File: config.mk
export PLATFORM = sky130hd
export DESIGN_NAME = sensor_mon
export DESIGN_NICKNAME = d
export VERILOG_FILES = /design/src/verilog/sensor_pkg.sv /design/src/verilog/fixp_scale.sv /design/src/verilog/drp_port.sv /design/src/verilog/ext_capture.sv /design/src/verilog/poll_ctrl.sv /design/src/verilog/sensor_mon.sv
export VERILOG_INCLUDE_DIRS = /design/src /design/src/verilog
export SDC_FILE = /design/constraint.sdc
export NUM_CORES = 1
export LEC_CHECK = 0
export BUFFER_PORTS_ARGS = -buffer_cell sky130_fd_sc_hd__buf_2
export CAP_MARGIN = 20
export CORE_MARGIN = 2
export CORE_UTILIZATION = 45
export CTS_BUF_LIST = sky130_fd_sc_hd__clkbuf_8
export CTS_CLUSTER_SIZE = 30
export DETAILED_ROUTE_END_ITERATION = 7
export REMOVE_ABC_BUFFERS = 1
export SYNTH_ARGS = -nofsm -noshare
export SYNTH_HDL_FRONTEND = slang
export SYNTH_HIERARCHICAL = 1
export SYNTH_SLANG_ARGS = --single-unit
File: constraint.sdc
create_clock -name clk -period 12.3 [get_ports clk]
set_input_delay 2.46 -clock clk [delete_from_list [all_inputs] [get_ports clk]]
set_output_delay 2.46 -clock clk [all_outputs]
set_load 0.05 [all_outputs]
File: src/verilog/sensor_defines.svh
`ifndef SENSOR_DEFINES_SVH
`define SENSOR_DEFINES_SVH

// adc reset hold after reset falls, same count reused for settling
`define SENSOR_RESET_CYCLES	16

// max wait on busy or ready before a read is abandoned
`define SENSOR_DRP_TIMEOUT	10'd1023

// drp register map, status block
`define SENSOR_ADDR_TEMP	7'h00
`define SENSOR_ADDR_VCCINT	7'h01
`define SENSOR_ADDR_VCCAUX	7'h02
`define SENSOR_ADDR_VCCBRAM	7'h06

// first of sixteen external result registers
`define SENSOR_ADDR_EXT0	7'h10

// temp = code * 503.975 / 4096 - 273.15
`define SENSOR_TEMP_GAIN	32'h0001F7F9	// 0x1F7.F9
`define SENSOR_TEMP_OFFSET	32'h00011126	// 0x111.26

// rails full scale is 3V, so volts = code * 3 / 4096
`define SENSOR_VOLT_GAIN	32'd3

`endif

File: src/verilog/sensor_pkg.sv
package sensor_pkg;

	// drp command toward the adc, read only
	typedef struct packed {
		logic		en;		// one cycle strobe
		logic [6:0]	addr;
	} drp_req_t;

	typedef struct packed {
		logic			ready;	// one cycle, dout valid
		logic [15:0]	dout;	// code sits in the top 12 bits
		logic			busy;
	} drp_rsp_t;

	// tag carried through the scaling pipeline
	typedef enum logic [2:0] {
		id_temp,
		id_vccint,
		id_vccaux,
		id_vccbram,
		id_ext		// never scaled
	} sensor_id_t;

	typedef struct packed {
		logic			valid;
		sensor_id_t		id;
		logic [11:0]	code;
	} conv_in_t;

	typedef struct packed {
		logic			valid;
		sensor_id_t		id;
		logic [15:0]	value;	// 8.8 fixed point
	} conv_out_t;

	// all 8.8 except the native code
	typedef struct packed {
		logic [15:0]	die_temp;			// deg C
		logic [15:0]	volt_core;
		logic [15:0]	volt_aux;
		logic [15:0]	volt_ram;
		logic [11:0]	die_temp_native;	// raw adc code
	} sensor_readings_t;

endpackage

File: src/verilog/fixp_scale.sv
`timescale 1ns/1ps
`include "sensor_defines.svh"

module fixp_scale (
	input  logic					clk,
	input  logic					reset,
	input  sensor_pkg::conv_in_t	conv_in,
	output sensor_pkg::conv_out_t	conv_out
);
	import sensor_pkg::*;

	logic [11:0]	mult_a;		// stage 1 operands
	logic [31:0]	mult_b;
	logic [31:0]	prod;		// stage 2
	logic [31:0]	temp_raw;
	logic [1:0]		vld;		// valid for stages 1 and 2
	sensor_id_t		id1;
	sensor_id_t		id2;
	logic			out_valid;	// stage 3
	sensor_id_t		out_id;
	logic [15:0]	out_value;

	// >>12 for the /4096, result keeps 8 fraction bits
	assign temp_raw = {12'd0, prod[31:12]} - `SENSOR_TEMP_OFFSET;

	always_ff @(posedge clk) begin
		if (reset) begin
			vld			<= '0;
			out_valid	<= 1'b0;
		end else begin
			vld			<= {vld[0], conv_in.valid};
			out_valid	<= vld[1];
		end
	end

	always_ff @(posedge clk) begin
		mult_a	<= conv_in.code;
		mult_b	<= (conv_in.id == id_temp) ? `SENSOR_TEMP_GAIN : `SENSOR_VOLT_GAIN;
		id1		<= conv_in.id;

		prod	<= {20'd0, mult_a} * mult_b;
		id2		<= id1;

		out_id	<= id2;
		// rails are integer gain, >>12 then <<8 leaves a net shift of 4
		out_value <= (id2 == id_temp) ? temp_raw[15:0] : prod[19:4];
	end

	assign conv_out = '{valid: out_valid, id: out_id, value: out_value};

endmodule

File: src/verilog/drp_port.sv
`timescale 1ns/1ps
`include "sensor_defines.svh"

module drp_port (
	input  logic					clk,
	input  logic					reset,
	input  logic					rd_req,
	input  logic [6:0]				rd_addr,
	output logic					rd_ack,
	output logic [11:0]				rd_code,
	output logic					rd_fault,
	output sensor_pkg::drp_req_t	drp_req,
	input  sensor_pkg::drp_rsp_t	drp_rsp
);

	typedef enum logic [1:0] {
		st_idle,
		st_busy,	// holding off until the adc is free
		st_wait,	// strobe sent, waiting for ready
		st_ack		// ack up until requester lets go
	} state_t;

	state_t		state;
	logic [9:0]	cnt;		// cycles spent in the current wait
	logic [6:0]	addr_q;
	logic		en_q;		// registered strobe
	logic		timed_out;

	assign timed_out = (cnt == `SENSOR_DRP_TIMEOUT);

	// strobe goes out the cycle after busy is seen low
	assign drp_req = '{en: en_q, addr: addr_q};

	always_ff @(posedge clk) begin
		if (reset) begin
			state		<= st_idle;
			cnt			<= '0;
			en_q		<= 1'b0;
			rd_ack		<= 1'b0;
			rd_fault	<= 1'b0;
		end else begin
			en_q <= 1'b0;	// single cycle strobe
			case (state)
				st_idle: if (rd_req) begin
					addr_q	<= rd_addr;
					cnt		<= '0;
					state	<= st_busy;
				end
				st_busy: begin
					cnt <= cnt + 10'd1;
					if (!drp_rsp.busy) begin
						en_q	<= 1'b1;
						cnt		<= '0;		// restart count for the ready wait
						state	<= st_wait;
					end else if (timed_out) begin
						rd_fault	<= 1'b1;	// busy never cleared
						rd_ack		<= 1'b1;
						state		<= st_ack;
					end
				end
				st_wait: begin
					cnt <= cnt + 10'd1;
					if (drp_rsp.ready) begin
						rd_code		<= drp_rsp.dout[15:4];	// drop the 4 lsbs
						rd_fault	<= 1'b0;
						rd_ack		<= 1'b1;
						state		<= st_ack;
					end else if (timed_out) begin
						rd_fault	<= 1'b1;
						rd_ack		<= 1'b1;
						state		<= st_ack;
					end
				end
				st_ack: if (!rd_req) begin
					rd_ack	<= 1'b0;
					state	<= st_idle;
				end
				default: state <= st_idle;
			endcase
		end
	end

	// exactly one strobe per access
	a_en_pulse: assert property (@(posedge clk) disable iff (reset)
		drp_req.en |=> !drp_req.en);

	// never strobe into a busy adc
	a_en_not_busy: assert property (@(posedge clk) disable iff (reset)
		$rose(drp_req.en) |-> !drp_rsp.busy);

endmodule

File: src/verilog/ext_capture.sv
`timescale 1ns/1ps

module ext_capture (
	input  logic			clk,
	input  logic			reset,
	input  logic			ext_valid,
	input  logic [3:0]		ext_index,
	input  logic [11:0]		ext_code,
	input  logic			ext_done,
	output logic [191:0]	ext_in,		// slot n at 12n +: 12
	output logic			ext_update
);

	logic [3:0] last_slot;	// most recent slot written

	always_ff @(posedge clk) begin
		if (reset) begin
			ext_in		<= '0;
			ext_update	<= 1'b0;
			last_slot	<= '0;
		end else begin
			ext_update <= ext_done;		// one cycle behind done
			if (ext_valid) begin
				ext_in[ext_index * 12 +: 12]	<= ext_code;
				last_slot						<= ext_index;
			end
		end
	end

	// done only closes a full sweep ending at channel 15
	a_done_after_last: assert property (@(posedge clk) disable iff (reset)
		ext_done |-> (last_slot == 4'd15) && !ext_valid);

endmodule

File: src/verilog/poll_ctrl.sv
`timescale 1ns/1ps
`include "sensor_defines.svh"

module poll_ctrl (
	input  logic							clk,
	input  logic							reset,
	output logic							adc_reset,
	output logic							rd_req,
	output logic [6:0]						rd_addr,
	input  logic							rd_ack,
	input  logic [11:0]						rd_code,
	input  logic							rd_fault,
	output sensor_pkg::conv_in_t			conv_in,
	input  sensor_pkg::conv_out_t			conv_out,
	output sensor_pkg::sensor_readings_t	readings,
	output logic							sensors_update,
	output logic							ext_valid,
	output logic [3:0]						ext_index,
	output logic [11:0]						ext_code,
	output logic							ext_done,
	output logic							drp_fault
);
	import sensor_pkg::*;

	typedef enum logic [2:0] {
		st_reset,	// adc held in reset
		st_settle,	// released, let it start sampling
		st_read,	// rd_req up until ack
		st_release,	// rd_req down, wait for ack to clear
		st_drain	// last rail still in the multiplier
	} state_t;

	state_t				state;
	logic [7:0]			cnt;		// reset and settle timer
	logic [4:0]			step;		// 0 temp, 1..3 rails, 4..19 ext channels
	logic [3:0]			ext_off;	// external channel of the current step
	logic				flt;		// last read was abandoned
	sensor_id_t			step_id;
	sensor_readings_t	pend;		// this round, not yet published
	sensor_readings_t	pend_next;

	assign ext_off = 4'(step - 5'd4);

	// register address and scaling tag for the current step
	always_comb begin
		step_id = id_ext;
		rd_addr = `SENSOR_ADDR_EXT0 + {3'd0, ext_off};
		case (step)
			5'd0: begin
				step_id = id_temp;
				rd_addr = `SENSOR_ADDR_TEMP;
			end
			5'd1: begin
				step_id = id_vccint;
				rd_addr = `SENSOR_ADDR_VCCINT;
			end
			5'd2: begin
				step_id = id_vccaux;
				rd_addr = `SENSOR_ADDR_VCCAUX;
			end
			5'd3: begin
				step_id = id_vccbram;
				rd_addr = `SENSOR_ADDR_VCCBRAM;
			end
			default: ;
		endcase
	end

	// sort pipeline results by tag
	always_comb begin
		pend_next = pend;
		if (conv_out.valid) begin
			case (conv_out.id)
				id_temp:	pend_next.die_temp = conv_out.value;
				id_vccint:	pend_next.volt_core = conv_out.value;
				id_vccaux:	pend_next.volt_aux = conv_out.value;
				id_vccbram:	pend_next.volt_ram = conv_out.value;
				default: ;
			endcase
		end
		if (state == st_read && rd_ack && !rd_fault && step == 5'd0)
			pend_next.die_temp_native = rd_code;	// raw code kept as is
	end

	always_ff @(posedge clk)
		pend <= pend_next;

	always_ff @(posedge clk) begin
		conv_in.valid	<= 1'b0;
		ext_valid		<= 1'b0;
		ext_done		<= 1'b0;
		sensors_update	<= 1'b0;
		drp_fault		<= 1'b0;
		if (reset) begin
			state		<= st_reset;
			cnt			<= '0;
			step		<= '0;
			flt			<= 1'b0;
			adc_reset	<= 1'b1;
			rd_req		<= 1'b0;
			conv_in		<= '0;
			readings	<= '0;
		end else begin
			case (state)
				st_reset: begin
					cnt <= cnt + 8'd1;
					if (cnt == 8'(`SENSOR_RESET_CYCLES - 1)) begin
						adc_reset	<= 1'b0;
						cnt			<= '0;
						state		<= st_settle;
					end
				end
				st_settle: begin
					cnt <= cnt + 8'd1;
					if (cnt == 8'(`SENSOR_RESET_CYCLES - 1)) begin
						rd_req	<= 1'b1;	// first read, temperature
						state	<= st_read;
					end
				end
				st_read: if (rd_ack) begin
					rd_req	<= 1'b0;
					flt		<= rd_fault;
					state	<= st_release;
					if (rd_fault) begin
						drp_fault <= 1'b1;
					end else if (step < 5'd4) begin
						conv_in.valid	<= 1'b1;	// status regs go through scaling
						conv_in.id		<= step_id;
						conv_in.code	<= rd_code;
					end else begin
						ext_valid	<= 1'b1;
						ext_index	<= ext_off;
						ext_code	<= rd_code;
					end
				end
				st_release: if (!rd_ack) begin
					if (flt) begin
						step	<= '0;		// abandon round, start over at temp
						rd_req	<= 1'b1;
						state	<= st_read;
					end else if (step == 5'd3) begin
						state	<= st_drain;
					end else if (step == 5'd19) begin
						ext_done	<= 1'b1;	// last external channel
						step		<= '0;
						rd_req		<= 1'b1;
						state		<= st_read;
					end else begin
						step	<= step + 5'd1;
						rd_req	<= 1'b1;
						state	<= st_read;
					end
				end
				st_drain: if (conv_out.valid && conv_out.id == id_vccbram) begin
					readings		<= pend_next;	// publish all four at once
					sensors_update	<= 1'b1;
					step			<= 5'd4;
					rd_req			<= 1'b1;
					state			<= st_read;
				end
				default: state <= st_reset;
			endcase
		end
	end

	// port must have dropped the previous ack first
	a_req_after_ack: assert property (@(posedge clk) disable iff (reset)
		$rose(rd_req) |-> !rd_ack);

	// each result belongs to a tag sent three cycles before
	a_tag_issued: assert property (@(posedge clk) disable iff (reset)
		conv_out.valid |-> $past(conv_in.valid, 3) && ($past(conv_in.id, 3) == conv_out.id));

endmodule

File: src/verilog/sensor_mon.sv
`timescale 1ns/1ps

module sensor_mon (
	input  logic							clk,
	input  logic							reset,
	output sensor_pkg::drp_req_t			drp_req,
	input  sensor_pkg::drp_rsp_t			drp_rsp,
	output logic							adc_reset,
	output sensor_pkg::sensor_readings_t	readings,
	output logic							sensors_update,
	output logic [191:0]					ext_in,		// channel n at 12n +: 12
	output logic							ext_update,
	output logic							drp_fault
);
	import sensor_pkg::*;

	// sequencer to register port, four phase
	logic			rd_req;
	logic [6:0]		rd_addr;
	logic			rd_ack;
	logic [11:0]	rd_code;
	logic			rd_fault;

	// scaling pipeline, 3 cycle fixed latency
	conv_in_t		conv_in;
	conv_out_t		conv_out;

	// external channel writes, unscaled
	logic			ext_valid;
	logic [3:0]		ext_index;
	logic [11:0]	ext_code;
	logic			ext_done;

	poll_ctrl ctrl0 (
		.clk			(clk),
		.reset			(reset),
		.adc_reset		(adc_reset),
		.rd_req			(rd_req),
		.rd_addr		(rd_addr),
		.rd_ack			(rd_ack),
		.rd_code		(rd_code),
		.rd_fault		(rd_fault),
		.conv_in		(conv_in),
		.conv_out		(conv_out),
		.readings		(readings),
		.sensors_update	(sensors_update),
		.ext_valid		(ext_valid),
		.ext_index		(ext_index),
		.ext_code		(ext_code),
		.ext_done		(ext_done),
		.drp_fault		(drp_fault)
	);

	drp_port port0 (
		.clk		(clk),
		.reset		(reset),
		.rd_req		(rd_req),
		.rd_addr	(rd_addr),
		.rd_ack		(rd_ack),
		.rd_code	(rd_code),
		.rd_fault	(rd_fault),
		.drp_req	(drp_req),
		.drp_rsp	(drp_rsp)
	);

	fixp_scale scale0 (.clk(clk), .reset(reset), .conv_in(conv_in), .conv_out(conv_out));

	ext_capture cap0 (
		.clk		(clk),
		.reset		(reset),
		.ext_valid	(ext_valid),
		.ext_index	(ext_index),
		.ext_code	(ext_code),
		.ext_done	(ext_done),
		.ext_in		(ext_in),
		.ext_update	(ext_update)
	);

endmodule

* After elaboration in Yosys (flattened, before gate mapping)
Cells that the tools add are included.
Storage, ports and cells: bits in registers 534, bits in latches 0, bits in writable memories 0, memory bits (read-only) 0, input bits 20, output and inout bits 280, logic and storage cells 182, memories kept 0
Operators by class: add/subtract/negate cells 7, multiply operators 2, divide/modulo/power cells 0, $lt $le $gt $ge 1, eq/ne operators 25, shift operators 2, muxes and demuxes 58, bitwise logic cells 8, reduce and logical (&&, ||, !) cells 36
Operators with widths (number):
- $bwmux 192 | 1
- $shift 12x34->192 const A | 1
- $shiftx 12x34->192 | 1
- $mux 16 | 6
- $mux 64 | 1
- $neg 8->34 | 1
- $mul 12x32->28 | 1
- $pmux 10 s3 | 1
- $pmux 7 s4 | 1
- $mux 5 | 5
- $mux 3 | 7
- $mux 10 | 2
- $mux 1 | 18
- $mux 17 | 1
- $pmux 8 s2 | 1
- $sub 16x13->16 const B | 1
- $pmux 3 s5 | 1
- $eq 3x2->1 const B | 4
- $logic_not 3->1 | 4
- $mux 12 | 1
- $pmux 3 s4 | 1
- $reduce_and 2->1 | 6
- $add 10x1->10 const B | 1
- $eq 10x10->1 const B | 1
- 40 further kinds | 71

* Depth between registers and ports, before layout
word-level depth 6, mapped depth 21, gate-level depth less buffers 19

* Modules after synthesis
The synthesis kept the hierarchy.
By module, submodules not included:
- ext_capture | times used 1, cells each 1022, area each 9200.1 µm², sequential area each 3863.7 µm²
- poll_ctrl | times used 1, cells each 690, area each 6892.9 µm², sequential area each 3983.8 µm²
- fixp_scale | times used 1, cells each 649, area each 6258.5 µm², sequential area each 1321.3 µm²
- drp_port | times used 1, cells each 116, area each 1391.3 µm², sequential area each 870.8 µm²

* Least setup slack after synthesis
No wires, ideal clock.
path kind flip-flop to flip-flop, start point reg scale0.mult_b[15], end point reg scale0.prod[22], setup time 0.116 ns, data arrival time 5.891 ns, setup slack 6.293 ns, cell stages (with the launch flop) 20, buffers on the path 2, cells stage by stage dfxtp_1 -> clkbuf_1 -> nand2_1 -> ha_1 -> o21ai_0 -> inv_1 -> fa_1 -> fa_1 -> inv_1 -> fa_1 -> inv_1 -> fa_1 -> inv_1 -> ha_1 -> buf_2 -> and3_1 -> and2_1 -> o311a_4 -> or4_1 -> and4_1
On the way: word-level cells in the longest chain between the ends 1
Ends and longest elaborated chain:
- from (decl) | line fixp_scale.sv:13 | logic [31:0] mult_b;
- from (signal assigned) | line fixp_scale.sv:38 | mult_b <= (conv_in.id == id_temp) ? `SENSOR_TEMP_GAIN : `SENSOR_VOLT_GAIN;
- $mul 12x32->28 | line fixp_scale.sv:41 | prod <= {20'd0, mult_a} * mult_b;
- to (signal assigned) | line fixp_scale.sv:41
- to (decl) | line fixp_scale.sv:14 | logic [31:0] prod;
No other way between the ends. A chain may end at the register's enable or synchronous reset.

* Worst setup path after layout
Same ends and word-level chain as after synthesis.

==> summary.md <==
| Metric | Value |
|---|---|
| Outcome | completed |
| Flops & latches, synth | 484 |
| Detail Placement HPWL | approximately 46,000 µm |
| Final Hold Fails | 0 |
| Row cnt | 84 |
| Crit share post-route | 49.9% |
| Critical path, cell by cell | nand2_1 > inv_1 > fa_1 > inv_1 > fa_1 > fa_1 > inv_1 > fa_1 > inv_1 > fa_1 > inv_1 > ha_1 > a21o_1 > a21o_1 > a21o_1 > o311a_4 > or4_1 > and4_1 |
| Worst endpoint required time | around 13 ns |
| CP Max Fanout | 16 |
| Clk sinks | a little under 500 |
| H-tree depth | 3 |
| Setup violations, final | 0 |
| Slowest-stage cell, CP | dfxtp_1 |
| R2R setup slack | 6.17 ns |
| Sw Share | between 20% and 30% |
| Full die area | approximately 55,000 µm² |
| Comb power frac | about 1.9% |
| Core footprint | ~52,000 µm² |
| Vias/cell | about 5.3 |
| GR Util met3 | 5.16% |
| Max-cap violations | 0 |
| Chip Height | roughly 230 µm |
| Tot Pwr | 3130 µW |
| Synth warnings | 6 |
| Worst-case reg-to-reg path depth | 18 |
| ANT nets after route | 0 |
| Netlist cell types | 93 |
| WL/cell | between 15 and 20 µm |
| RSZ-0062 raised after global routing | no |
| WP depth | 18 |
| GPL Wtd Cong | 0.903 |
| Final max-slew violation count | 0 |
| Max-slew headroom | a little under a quarter |
| CP arrival | between 6 and 7 ns |
| F_max | approximately 160 MHz |
| Starting DRT DRC Count | approximately 1,300 |
| Met2 Use GR | a little over a third |
| Sequential cell area | 10,000 µm² |
| Slew @ Worst Pin | approximately 1.2 ns |
| Global-route wire length before repair | approximately 97,000 µm |
| Sw Pwr | 725 µW |
| CP Launch Type | flip-flop |
| Worst Hold Class | flip-flop to flip-flop |
| Crit end category | flip-flop |
| Die width | between 200 and 250 µm |
| Share of power burned in registers | between 50% and 60% |
| CP top delay family | adder cells |
| CP startpoint | scale0/mult_b[15] |
| Grt peak-use layer | met2 |
| First drt pass iteration count | 6 |
| Critical path buffers and inverters | 5 |
| Bufs on Longest Clock Path | 3 |
| Antenna violations before repair | 0 |
| IO Count | 300 |
| Async SR Flop Fraction | 0% |
| Area growth, synth to finish | 15.8% |
| Cell Pwr Density | roughly 110 nW/µm² |
| Sequential area share after synthesis | roughly 42% |
| Post-detailed-routing wire length | 63,000 µm |
| Clk root buf | clkbuf_8 |
| Setup TNS | 0 ns |
| VDD IR max | between 90 and 100 µV |
| Fillers | about 4,900 |
| Mapped Cells | between 2,000 and 2,500 |
| Nets | just under 3,000 |
| Num CTS Buffers | between 80 and 90 |
| Port bufs | slightly below 300 |
| Int Pwr | between 2000 and 2500 µW |
| Clock power frac | a little under half |
| Area of the multi-input gates | approximately 13,000 µm² |
| Largest net degree at the start of global routing | roughly 120 |
| Grt met1 use | between 30% and 40% |
| Reg-to-Reg Start | scale0/mult_b[15] |
| Primary FF master, synth | dfxtp_1 |
| Drc violations | 0 |
| Area of the mapped netlist | about 24,000 µm² |
| Clock-pin slew on the worst setup and hold paths | 0.06 ns |
| Syn_area_per_cell | ~9.6 µm² |
| Crit path capture | scale0/prod[22] |
| Reg-to-Reg End | scale0/prod[22] |
| CTS Hold Bufs | 0 |
| Initial Util | a little under half |
| Share of cells above drive strength 1 | between 20% and 30% |
| Skew-Pair Late Insertion Delay | a little under 0.7 ns |
| Max Clock Skew | ~0.038 ns |
| Tmin final | ~6.1 ns |
| Setup CP Type | flip-flop to flip-flop |
| CTS tree | done |
| Post-CTS Resized | 0 |
| GRT overflow | 0 |
| CP peak stage delay | 0.58 ns |
| Total GRT Usage | between 20% and 30% |
| Routed vias | 18,604 |
| Vias in the first global route | around 18,000 |
| # Post-CTS Setup Buffers | 0 |
| Leakage | between 0.01 and 0.015 µW |
| EDFF count, synth | 35 |
[cells in the mapped netlist (10+ instances only)]
library cell / n / area (µm²)
dfxtp_1: 449 / 8990
nor2_1: 277 / 1040
nand2_1: 232 / 871
inv_1: 177 / 664
mux2i_1: 158 / 1580
a21oi_1: 134 / 671
ha_1: 97 / 1210
clkbuf_1: 94 / 353
fa_1: 90 / 1800
mux2_2: 81 / 912
o21ai_0: 59 / 295
nor3_1: 53 / 265
nand3_1: 41 / 205
xnor2_1: 36 / 315
edfxtp_1: 35 / 1050
nor2b_1: 35 / 219
and2_1: 29 / 181
a21o_1: 28 / 210
nand4_1: 20 / 125
nor4_1: 18 / 113
buf_2: 17 / 85.1
xor2_1: 17 / 149
nand2b_1: 16 / 100
o2111ai_1: 15 / 131
and3_1: 13 / 81.3
o31ai_1: 13 / 97.6
or3_1: 12 / 75.1
and4_1: 11 / 96.3
buf_1: 11 / 41.3
o21ai_1: 11 / 55.1
a22oi_1: 10 / 75.1
a31oi_1: 10 / 62.6
buf_4: 10 / 75.1
[registers in the layout (all words and copies together) (netlist names), 8 cells and up]
signal	cells
cap0/ext_in	192
ctrl0/cnt	8
ctrl0/conv_in	16
ctrl0/ext_code	12
ctrl0/pend	60
ctrl0/readings	76
port0/cnt	10
port0/rd_code	12
scale0/mult_a	12
scale0/out_value	16
scale0/prod	24
[power groups by stage]
stage | logic [µW] | clock network (µW) | registers, µW
global placement | 58.8 | 0 | 1630
detailed placement | 59.9 | 0 | 1630
finish | 60.9 | 1470 | 1600
global route | 68.1 | 1580 | 1600
floorplan | 28.9 | 0 | 1640
CTS | 60.2 | 1510 | 1600
[layout make-up]
| class | instances | share of cell area (%) |
|---|---|---|
| antenna | 1 | 0.00910 |
| clock buffer | 105 | 5.26 |
| clock inverter | 47 | 1.04 |
| inverter | 177 | 2.42 |
| multi-input combinational | 1684 | 45.6 |
| sequential | 484 | 36.5 |
| tap | 688 | 3.13 |
| timing repair buffer | 315 | 6.01 |
[layer usage]
metal | vias to the layer above | routed length, µm
met1 | 8867 | 28000
met5 | - | 0
li1 | 9034 | -
met4 | 0 | 1540
met3 | 117 | 4590
met2 | 586 | 28900
[how the worst min path moves through the flow]
stage,startpoint,endpoint,depth (start not counted)
final,scale0/id1[0],scale0/id2[0],0
after CTS,scale0/id1[0],scale0/id2[0],0
after global placement,scale0/id1[2],scale0/id2[2],0
after detailed placement,ctrl0/conv_in[2],scale0/mult_a[2],0
after global routing,scale0/id1[2],scale0/id2[2],0
after floorplan,scale0/id1[0],scale0/id2[0],0
[layout by cell type (no fill, tap or decap), types with 10 or more instances in the layout]
master	instances
dfxtp_1	449
xnor2_1	36
o21ai_0	59
clkbuf_8	105
o2111ai_1	15
and4_1	11
fa_1	90
mux2i_1	158
edfxtp_1	35
nor2b_1	35
a31oi_1	10
inv_1	197
o21ai_1	11
nand3_1	41
nor3_1	52
a22oi_1	10
buf_4	18
mux2_2	81
nor4_1	18
nand2b_1	15
nand2_1	232
or3_1	12
clkinv_2	12
nand4_1	20
a21oi_1	134
and2_1	29
xor2_1	17
buf_2	295
a21o_1	28
and3_1	13
nor2_1	277
o31ai_1	13
ha_1	97
[cells by family after synthesis]
group,Yosys count,synth area share (%)
buf+inv,310,5.15
flops,484,42.3
fa+ha+maj,187,12.7
simple gates,811,16.2
mux,239,10.5
xor+xnor,58,2.43
compound gates,387,10.7
other cells,1,0.0158
[stage by stage]
step	utilization, %	hold WS (ns)	setup WS, ns	instances	cell area [µm²]
3_5_place_dp	49.2	0.337	5.77	3346	25700
5_1_grt	52.5	0.361	5.82	3500	27500
4_1_cts	52.5	0.351	5.73	3498	27500
6_report	52.5	0.345	6.17	3501	27500
2_1_floorplan	-	0.310	6.38	2345	23200
3_3_place_gp	49.2	0.317	5.86	3346	25700
(Power assumes the default switching activity.)
